File: src/fetch_pc_gen.sv
// next fetch address generator, sequential by 4 bytes, reloaded on redirect
`timescale 1ns/100ps

module fetch_pc_gen #(
  parameter int              PC_W     = 32,
  parameter logic [PC_W-1:0] RESET_PC = 32'h0000_1000
) (
  input  logic            clk,
  input  logic            rst,
  input  logic            redirect_valid,
  input  logic [PC_W-1:0] redirect_pc,
  output logic            push_valid,
  input  logic            push_ready,
  output logic [PC_W-1:0] push_pc
);

  logic            active_q; // set once the first cycle out of reset has passed
  logic [PC_W-1:0] pc_q;
  logic            push_fire;

  assign push_valid = active_q && !redirect_valid;
  assign push_pc    = pc_q;
  assign push_fire  = push_valid && push_ready;

  always_ff @(posedge clk) begin
    if (rst) begin
      active_q <= 1'b0;
      pc_q     <= RESET_PC;
    end else begin
      active_q <= 1'b1;
      if (redirect_valid) begin
        pc_q <= redirect_pc; // restart, push held off this cycle
      end else if (push_fire) begin
        pc_q <= pc_q + PC_W'(4);
      end
    end
  end

endmodule

File: config.mk
export PLATFORM = sky130hd
export DESIGN_NAME = fetch_pc_gen
export DESIGN_NICKNAME = d
export VERILOG_FILES = /design/src/fetch_pc_gen.sv
export SDC_FILE = /design/constraint.sdc
export NUM_CORES = 1
export LEC_CHECK = 0
export ABC_AREA = 0
export BUFFER_PORTS_ARGS = -buffer_cell sky130_fd_sc_hd__buf_2
export CORE_MARGIN = 2
export CORE_UTILIZATION = 44
export DETAILED_ROUTE_END_ITERATION = 6
export PLACE_DENSITY_LB_ADDON = 0.2
export SYNTH_ARGS = -nofsm -noshare
export SYNTH_HDL_FRONTEND = slang
export SYNTH_SLANG_ARGS = --single-unit
export TNS_END_PERCENT = 50
File: constraint.sdc
create_clock -name clk -period 2 [get_ports clk]
set_input_delay 0.1 -clock clk [delete_from_list [all_inputs] [get_ports clk]]
set_output_delay 0.1 -clock clk [all_outputs]
set_load 0.01 [all_outputs]
==> impl_results.md <==
- Critical Path Sink Type: flop
- Worst-Margin Slew: 0.4301 ns
- Cells after Synth: 221
- DR vias: 2013
- CTS max path bufs: 2
- Total Nets Final: 346
- Synthesized cell area: 0.001817 sq mm
- Initial antenna violation count: 0
- Proportion of layout cells with a drive suffix above 1: 0.3677
- Die span in x: 68.26 um
- Synth top area cells: dfxtp_1 36%, a311oi_1 5.8%, nor2_1 5.4%
- Fin Setup TNS: 0 ns
- Count leader, synth: dfxtp_1
- Clk Tree Root Cell: clkbuf_8
- Final Util: 0.6206
- RSZ-0062 raised after global routing: no
- Max IR drop VDD: 403.0 uV
- Compound-Gate Fraction of Synth Area: 0.2204
- Post-route DRC: 0
- Final clock skew: 0.009154 ns
- Cell area after layout: 0.002482 sq mm
- Crit share post-route: 0.9335
- H-tree depth: 2
- Average size of a mapped cell: 8.221 sq um
- Std cell rows: 23
- Syn Nets: 258
- Status: finished clean
- Synth Warn #: 0
- DR vias/cell: 5.592
- CTS tree: yes
- Adder-cell share of the synthesized area: 0.006887
- Simple-gate portion of the synthesized area: 0.2989
- DR iter-0 viols: 144
- Top cells by count, synth: 33 x dfxtp_1, 26 x nor2_1, 16 x nand2_1
- Initial core utilization: 0.4542
- Number of flops mapped to enable cells by yosys: 0
- Gpl congestion: 0.8385
- Port-buffer cells: 68
- Vias in the first global route: 1761
- Critical path required time: 2.20 ns
- Power Density: 638.0 mW/mm^2
- Post-synth ARST share: 0
- Register area share after synthesis: 0.3636
- Final Hold Viols: 0
- Hold Buf Count CTS: 0
- Syn-to-layout area delta: 36.64%
- Crit-path max FO: 15
- Yosys cell types: 39
- Antenna diodes: 0
- Fill count: 381
- Startpoint type of the worst setup path: flop
- DIE AREA: 0.004659 sq mm
- DR pass1 iterations: 4
- Drt wl/cell: 13.74 um
- Total Wirelength: 4947 um
- LEAKAGE: 1.040 nW
- GRT Total Usage: 0.2303
- Critical path class: flop to flop
- HPWL Detailed: 3698 um
- CTS Buf Count: 5
- Number of clock sinks: 33
- CP arrival: 2.07 ns
- Grt total ovfl: 0
- Worst-path clk slew: 0.07 ns
- # IOs: 69
- First-pass GRT wire length: 8024 um
- Share of the synthesized area in the top cell type: 0.3636
- Post-place instance area: 0.002365 sq mm
- Die Span Y: 68.26 um
- Final slew viol count: 0
- Combinational family with the most area after synthesis: simple AND/OR/NAND/NOR gates
- Core ar.: 0.004000 sq mm
- Worst min path class: input pin to flop
- Finish-stage setup viols: 0
- Post-synthesis xor/xnor area fraction: 0.05303
- Predominant post-synthesis flop cell: dfxtp_1
- Seq cells post-synth: 33
- Worst skew pair latency: 0.29 ns
- Dominant cell type by area after synthesis: dfxtp_1
- Slew HR: 0.7130
- Worst hold slack: 0.05057 ns
- Max_cap viols: 0
- Largest net degree at the start of global routing: 20
- Multiplexer share of the synthesized area: 0.01102
- Post-DRT Antenna Nets: 0
- Max Clock Freq: 535.6 MHz
- Min cycle time layout: 1.867 ns
registers in the layout, indices dropped and copies added, names as in the netlist:
| signal | count |
|---|---|
| push_pc | 32 |
| active_q | 1 |
logic make-up after synthesis:
kind of cell	count (synthesis)
AO/OA/AOI/OAI	53
adder cells (fa/ha/maj)	1
XOR/XNOR	11
flip-flops	33
multiplexers	2
buffers and inverters	22
AND/OR/NAND/NOR	99
through the flow:
step | instances | power [W] | worst slack (ns)
floorplan | 221 | 0.0008963 | 0.02926
detailed placement | 352 | 0.001036 | 0.03372
finish | 360 | 0.001584 | 0.1331
CTS | 360 | 0.001593 | 0.008330
global placement | 352 | 0.001034 | 0.09237
global route | 360 | 0.001663 | 0.001846
area by class of cell:
class	count	area, sq um	share of cell area
clock inverter	1	5.005	0.002016
timing repair buffer	94	535.5	0.2157
sequential	33	660.6	0.2661
clock buffer	7	96.34	0.03881
inverter	9	33.78	0.01361
multi-input combinational	166	1089	0.4385
tap	50	62.56	0.02520
layer usage:
| layer | routed length [um] | GRT usage |
|---|---|---|
| met4 | 78 | 0.1100 |
| met5 | 0 | 0 |
| met2 | 2310 | 0.3714 |
| met3 | 308 | 0.03947 |
| met1 | 2249 | 0.2969 |
critical path, cell delays in order (launching register included):
cell      delay [ns]
dfxtp_1         0.37
buf_4           0.17
and4_2          0.21
nand4_1         0.09
buf_4           0.19
or4_1           0.51
a311oi_1        0.25
cells in the final DEF, fill, tap and decap left out, drive strengths merged, types with 3 or more instances in the layout:
cell type / instances
or3: 4
nor3: 4
dfxtp: 33
nor2: 26
inv: 9
xnor2: 8
nand3: 7
a31oi: 3
and2: 3
a211oi: 10
buf: 94
nor4: 5
and4: 7
nand2: 17
o31ai: 8
o21ai: 7
a311oi: 12
xor2: 3
nand4: 12
clkbuf: 7
or4: 8
and3: 3
timing repair:
action,CTS,global route
endpoints found under the setup margin,0,7
resized for setup,0,4
setup buffers,0,0
path summary, 6_finish.rpt:
kind / depth (start not counted) / from / end / slack (ns)
hold reg to reg: 2 / push_pc[0] / push_pc[0] / 0.49
setup / recovery: 6 / push_pc[9] / push_pc[24] / 0.13
hold / removal: 3 / redirect_pc[0] / push_pc[0] / 0.05
setup reg to reg: 6 / push_pc[9] / push_pc[24] / 0.13
power breakdown:
part / leakage, nW / internal [W] / total (W) / switching (W)
logic: 0.712 / 0.000134 / 0.000278 / 0.000144
clock network: 0.0542 / 0.000311 / 0.000561 / 0.000250
registers: 0.274 / 0.000703 / 0.000745 / 0.0000420
total: 1.04 / 0.00115 / 0.00158 / 0.000436
Note: power is estimated with default switching activity, not from simulation.
