### config.mk
export PLATFORM = sky130hd
export DESIGN_NAME = fetch_mem_port_flat
export DESIGN_NICKNAME = d
export VERILOG_FILES = /design/src/fetch_pkg.sv /design/src/ftq_if.sv /design/src/fetch_mem_port.sv /design/src/flat_wrapper.sv
export SDC_FILE = /design/constraint.sdc
export NUM_CORES = 1
export LEC_CHECK = 0
export BUFFER_PORTS_ARGS = -buffer_cell sky130_fd_sc_hd__buf_2
export CORE_UTILIZATION = 35
export CTS_CLUSTER_SIZE = 30
export DETAILED_ROUTE_END_ITERATION = 6
export GPL_ROUTABILITY_DRIVEN = 0
export PLACE_DENSITY = 0.6
export SYNTH_ARGS = -nofsm -noshare
export SYNTH_HDL_FRONTEND = slang
export SYNTH_SLANG_ARGS = --single-unit
### constraint.sdc
create_clock -name clk -period 2.01 [get_ports clk]
set_input_delay 0.1005 -clock clk [delete_from_list [all_inputs] [get_ports clk]]
set_output_delay 0.1005 -clock clk [all_outputs]
set_load 0.1 [all_outputs]
### src/fetch_pkg.sv
// fetch front end shared definitions: instruction width, opcodes, instruction word views
package fetch_pkg;

  parameter int ILEN = 32; // instruction word width

  // opcodes that predecode cares about
  parameter logic [6:0] OPC_BRANCH = 7'b1100011;
  parameter logic [6:0] OPC_JAL    = 7'b1101111;
  parameter logic [6:0] OPC_JALR   = 7'b1100111;

  typedef struct packed {
    logic [6:0] funct7;
    logic [4:0] rs2;
    logic [4:0] rs1;
    logic [2:0] funct3;
    logic [4:0] rd;
    logic [6:0] opcode;
  } instr_fields_t;

  // one fetched word, seen raw or split into fields
  typedef union packed {
    logic [ILEN-1:0] raw;
    instr_fields_t   fields;
  } instr_u;

endpackage

### src/ftq_if.sv
// fetch target queue interface toward the memory port and the packet assembler
`timescale 1ns/100ps

interface ftq_if #(
  parameter int PC_W = 32
) (
  input logic clk,
  input logic rst
);

  logic            issue_valid; // oldest target not yet sent to memory
  logic [PC_W-1:0] issue_pc;
  logic            issue_ready;
  logic            head_valid;  // oldest target still waiting for its word
  logic [PC_W-1:0] head_pc;
  logic            complete;    // retire the head

  modport queue (
    output issue_valid, issue_pc, head_valid, head_pc,
    input  issue_ready, complete
  );

  modport mem_port (
    input  issue_valid, issue_pc,
    output issue_ready
  );

  modport assemble (
    input  clk, rst, head_valid, head_pc,
    output complete
  );

endinterface

### src/fetch_mem_port.sv
// instruction memory request port with credit limit, response FIFO and stale drop
`timescale 1ns/100ps

module fetch_mem_port #(
  parameter int PC_W      = 32,
  parameter int RSP_DEPTH = 4
) (
  input  logic                         clk,
  input  logic                         rst,
  input  logic                         flush,
  ftq_if.mem_port                      ftq,
  output logic                         mem_req_valid,
  input  logic                         mem_req_ready,
  output logic [PC_W-1:0]              mem_req_addr,
  input  logic                         mem_rsp_valid,
  input  logic [fetch_pkg::ILEN-1:0]   mem_rsp_data,
  output logic                         rsp_avail,
  output fetch_pkg::instr_u            rsp_word,
  input  logic                         rsp_pop
);

  localparam int PTR_W = (RSP_DEPTH > 1) ? $clog2(RSP_DEPTH) : 1;
  localparam int CNT_W = $clog2(RSP_DEPTH + 1);

  fetch_pkg::instr_u buf_q [RSP_DEPTH]; // response storage
  logic [PTR_W-1:0]  wr_ptr_q;
  logic [PTR_W-1:0]  rd_ptr_q;
  logic [CNT_W-1:0]  cnt_q;   // words in the buffer
  logic [CNT_W-1:0]  out_q;   // reads in flight, stale ones included
  logic [CNT_W-1:0]  drop_q;  // in-flight reads from before the last redirect
  logic [CNT_W-1:0]  out_d;
  logic [CNT_W:0]    used;
  logic              credit;
  logic              req_fire;
  logic              dropping;
  logic              wr_en;
  logic              rd_en;

  function automatic logic [PTR_W-1:0] ptr_inc(input logic [PTR_W-1:0] ptr);
    ptr_inc = (ptr == PTR_W'(RSP_DEPTH - 1)) ? '0 : ptr + 1'b1;
  endfunction

  // a read may go out only if its word is sure to find room
  assign used          = {1'b0, out_q} + {1'b0, cnt_q};
  assign credit        = used < (CNT_W+1)'(RSP_DEPTH);
  assign mem_req_valid = ftq.issue_valid && credit;
  assign mem_req_addr  = ftq.issue_pc;
  assign ftq.issue_ready = mem_req_ready && credit;
  assign req_fire      = mem_req_valid && mem_req_ready;

  assign dropping = mem_rsp_valid && (drop_q != '0);
  assign wr_en    = mem_rsp_valid && !dropping && !flush;
  assign rd_en    = rsp_pop && (cnt_q != '0);
  assign out_d    = out_q + CNT_W'(req_fire) - CNT_W'(mem_rsp_valid);

  assign rsp_avail = cnt_q != '0;
  assign rsp_word  = buf_q[rd_ptr_q];

  always_ff @(posedge clk) begin
    if (rst) begin
      out_q    <= '0;
      drop_q   <= '0;
      cnt_q    <= '0;
      wr_ptr_q <= '0;
      rd_ptr_q <= '0;
    end else begin
      out_q <= out_d;
      if (flush) begin
        drop_q   <= out_d; // everything still in flight is now stale
        cnt_q    <= '0;
        wr_ptr_q <= '0;
        rd_ptr_q <= '0;
      end else begin
        if (dropping) drop_q <= drop_q - 1'b1;
        if (wr_en) wr_ptr_q <= ptr_inc(wr_ptr_q);
        if (rd_en) rd_ptr_q <= ptr_inc(rd_ptr_q);
        cnt_q <= cnt_q + CNT_W'(wr_en) - CNT_W'(rd_en);
      end
    end
  end

  always_ff @(posedge clk) begin
    if (wr_en) buf_q[wr_ptr_q].raw <= mem_rsp_data;
  end

  // memory must not answer reads that were never made
  a_rsp_has_req: assert property (@(posedge clk) disable iff (rst)
    mem_rsp_valid |-> out_q != '0);

  // credit keeps one slot per outstanding read
  a_no_overflow: assert property (@(posedge clk) disable iff (rst)
    wr_en |-> cnt_q < CNT_W'(RSP_DEPTH));

endmodule

### src/flat_wrapper.sv
// flat-port wrapper written by rule: the top's interface ports become plain ports
module fetch_mem_port_flat 
#(
  parameter int PC_W      = 32,
  parameter int RSP_DEPTH = 4
)
  (clk, rst, flush, mem_req_valid, mem_req_ready, mem_req_addr, mem_rsp_valid, mem_rsp_data, rsp_avail, rsp_word, rsp_pop, ftq_issue_valid, ftq_issue_pc, ftq_issue_ready);
  ftq_if #(.PC_W(PC_W)) ftq_i (.clk(clk), .rst(rst));
  input  logic clk;
  input  logic rst;
  input  logic flush;
  output logic mem_req_valid;
  input  logic mem_req_ready;
  output logic [PC_W-1:0] mem_req_addr;
  input  logic mem_rsp_valid;
  input  logic [fetch_pkg::ILEN-1:0] mem_rsp_data;
  output logic rsp_avail;
  output fetch_pkg::instr_u rsp_word;
  input  logic rsp_pop;
  input wire logic [$bits(ftq_i.issue_valid)-1:0] ftq_issue_valid;
  input wire logic [$bits(ftq_i.issue_pc)-1:0] ftq_issue_pc;
  output wire logic [$bits(ftq_i.issue_ready)-1:0] ftq_issue_ready;
  assign ftq_i.issue_valid = ftq_issue_valid;
  assign ftq_i.issue_pc = ftq_issue_pc;
  assign ftq_issue_ready = ftq_i.issue_ready;
  fetch_mem_port #(.PC_W(PC_W), .RSP_DEPTH(RSP_DEPTH)) u_core (.clk(clk), .rst(rst), .flush(flush), .ftq(ftq_i), .mem_req_valid(mem_req_valid), .mem_req_ready(mem_req_ready), .mem_req_addr(mem_req_addr), .mem_rsp_valid(mem_rsp_valid), .mem_rsp_data(mem_rsp_data), .rsp_avail(rsp_avail), .rsp_word(rsp_word), .rsp_pop(rsp_pop));
endmodule
==> flow_metrics.py <==
metrics = {
    "cts": {
        "postCtsSetupRepairBufs": 0,
        "path_clk_slew_ns": 0.06,
        "cts_num_sinks": 143,
        "cts_buffers": 17,
        "root_buffer": "clkbuf_16",
        "cts_buffer_depth": 2,
        "cts_tree": "built",
        "h-tree-depth": 4,
        "clkLatencyLatePin_ns": 0.41,
    },
    "power": {
        "p_clk_share_pct": 37.4,
        "seq_power_share_pct": 43.8,
        "leakagePower_nw": 2.609,
        "p_sw_share_pct": 27.42,
        "power_density_nw_per_um2": 1056,
        "power_w": 0.007808,
        "p_comb_share_pct": 18.8,
        "vdd_drop_max_uv": 592.0,
        "switching_power_w": 0.002141,
        "p_int_w": 0.005667,
    },
    "grt": {
        "antenna_found_initial": 0,
        "grt.overflow.total": 0,
        "grt_pass1_wl_mm": 16.15,
        "grt_pass1_vias": 3026,
        "grtUsageTotal_pct": 13.27,
        "grt_max_degree": 23,
    },
    "detailed_routing": {
        "drc_errors": 0,
        "wl_met3_um": 592,
        "dr.pass1.iters": 4,
        "met1_length_mm": 4.414,
        "vias": 2897,
        "drt_iter0_drc": 162,
        "routed_wl_mm": 10.28,
        "wire_per_inst_um": 16.44,
        "viasPerCell": 4.635,
        "wl_met2_mm": 5.036,
        "routed.top_layer": "met4",
        "ant_nets": 0,
    },
    "cells_and_area": {
        "antenna_cells": 0,
        "fin_nets": 483,
        "multi_input_area_um2": 1262,
        "n_fill_cell": 1430,
        "syn_to_final_growth_pct": 28.36,
        "final_util_pct": 46.22,
        "mostFrequentLayoutCells": "edfxtp_1, buf_2, dlygate4sd3_1",
        "design_area_um2": 7396,
        "drive_above_1_share_pct": 40.83,
        "seq_area_um2": 4150,
        "final_common_cell": "edfxtp_1",
    },
    "die": {
        "start_util_pct": 36.01,
        "die_area_um2": 16980,
        "fp.dieW_um": 130.3,
        "coreArea_um2": 16000,
        "ios": 138,
        "die_y_um": 130.3,
        "rows": 46,
    },
    "sta": {
        "relSlewSlack_pct": 67.10,
        "slew_violations": 0,
        "setup_viol": 0,
        "min_period_over_period_pct": 96.04,
        "whs_ns": 0.2010,
        "finalHoldViolCount": 0,
        "min_period_ns": 1.930,
        "tightest_slew_ns": 0.4969,
        "rsz0062_at_grt": "yes",
        "fmax_ghz": 0.5180,
        "layout_setup_ws_ns": 0.07953,
        "finClkSkew_ns": 0.008003,
    },
    "critical_path": {
        "crit_arrival_ns": 2.24,
        "r2r_setup_slack_ns": 0.08,
        "crit_start": "u_core.cnt_q[1]$_SDFF_PP0_",
        "critPathMaxFanout": 5,
        "cp_cell_sequence": "ha_1 > nand3_1 > nand2_2 > nor3_2 > ha_2 > fa_2 > xnor2_2 > a2111oi_2",
        "cpPeakStageDelay_ns": 0.36,
        "worstSetupPathType": "reg2reg",
        "cp_slowest_cell": "fa_2",
        "cp-start-kind": "flip-flop",
        "crit_path_end_kind": "flip-flop",
        "crit_required_ns": 2.32,
        "r2r_cells": 8,
        "rr_startpoint": "u_core.cnt_q[1]$_SDFF_PP0_",
    },
    "synthesis": {
        "synth_nets": 382,
        "synth_top_family_by_area": "multiplexers",
        "muxShareOfSynthArea_pct": 12.99,
        "yosysTopAreaCellShare_pct": 66.71,
        "synth_compound_area_share_pct": 0.9989,
        "synth_xor_area_share_pct": 0.7600,
        "ys_seq_elements": 143,
        "synthesis.area_per_instance_um2": 19.47,
        "synthTopCellsByArea": "edfxtp_1, mux4_2, dfxtp_1, buf_4, ha_1",
        "async_flop_share_pct": 0,
        "synthFlopType": "edfxtp_1",
        "yosys.area.top_type": "edfxtp_1",
        "ys_seq_area_share_pct": 71.92,
        "yosysWarnings": 0,
        "ys_types": 30,
        "synth-edff-count": 128,
        "synth_area_um2": 5762,
        "yosys.area_share.simple_pct": 2.845,
        "yosys.area_share.adder_pct": 3.518,
        "syn_inst": 296,
    },
    "outcome": {
        "status": "finished clean",
    },
    "placed_design": {
        "pre_cts_ws_ns": -0.06828,
        "io_buffers": 73,
        "dp_hpwl_mm": 6.246,
        "postPlaceCellArea_um2": 6435,
    },
    "min_path": {
        "min_from": "ftq_issue_pc[20]",
        "hold_path_class": "in2out",
        "min_path_cells": 0,
    },
    "flow_run": {
        "drv_cap": 0,
    },
}
## final cells by class
| class | count | area share (%) |
|---|---|---|
| flip-flops and latches | 143 | 56.12 |
| multi-input cells | 94 | 17.07 |
| repair buffers | 122 | 14.72 |
| clock buffers | 18 | 5.803 |
| well taps | 216 | 3.654 |
| clock inverters | 13 | 1.675 |
| inverters | 19 | 0.9643 |
## through the flow
| step | TNS, ns | std cells |
|---|---|---|
| finish | 0 | 625 |
| global route | -0.005506 | 625 |
| CTS | -0.04933 | 625 |
| detailed placement | -0.06828 | 559 |
| global placement | 0 | 559 |
| floorplan | -0.3397 | 296 |
## power by group through the flow
stage	Clock [W]	Sequential, W	Combinational (W)
global placement	0	0.00347	0.00134
floorplan	0	0.00347	0.00130
detailed placement	0	0.00348	0.00136
CTS	0.00300	0.00342	0.00143
global route	0.00313	0.00343	0.00156
finish	0.00292	0.00342	0.00147
## logic make-up (layout without fill, tap and decap cells)
logic type / after synthesis / in the layout
flip-flops: 143 / 143
buffers and inverters: 59 / 172
multiplexers: 34 / 34
AND/OR/NAND/NOR: 33 / 33
adder cells (fa/ha/maj): 15 / 15
AO/OA/AOI/OAI: 7 / 7
XOR/XNOR: 5 / 5
## per-layer routing
metal | global-route usage, % | vias to the layer above
met1 | 15.83 | 1465
met4 | 5.677 | 0
met2 | 21.56 | 82
li1 | - | 1310
met5 | 0 | -
met3 | 4.920 | 40
## state kept, by name (all words and copies together) (netlist names), named ones only
signal and count:
u_core.rd_ptr_q 2, u_core.cnt_q 3, u_core.drop_q 3, u_core.out_q 3
u_core.buf_q 128, u_core.wr_ptr_q 2
## final timing paths
kind,end
worst max-delay path,u_core.drop_q[2]$_SDFFE_PP0P_
worst min-delay path,mem_req_addr[20]
worst max register to register,u_core.drop_q[2]$_SDFFE_PP0P_
worst min register to register,u_core.wr_ptr_q[1]$_SDFFE_PP0P_
## cells in the mapped netlist (2+ instances only)
master	instances
and2_1	4
nor2_1	11
a21oi_1	3
inv_1	19
buf_4	32
edfxtp_1	128
mux4_1	2
fa_1	2
buf_12	3
ha_1	13
nor2b_1	2
mux4_2	30
nor3_1	3
dfxtp_1	15
or3_1	2
buf_2	3
nand2_1	5
mux2i_1	2
nand3_1	2
xnor2_1	5
## worst max-delay path, delay by kind of cell, from the launching register on
| family | cells | cell delay (ns) |
|---|---|---|
| xor gates and xnor gates | 1 | 0.16 |
| and+or+nand+nor | 3 | 0.22 |
| AOI/OAI and AO/OA | 1 | 0.29 |
| DFF | 1 | 0.35 |
| adders and majority gates | 3 | 0.81 |
## what timing repair did
item	CTS	global route
hold endpoints to repair	135	0
hold buffers	35	0
endpoints found under the setup margin	4	123
pin swaps	0	2
resized for setup	4	15
cloned	0	0
(Power assumes the default switching activity.)
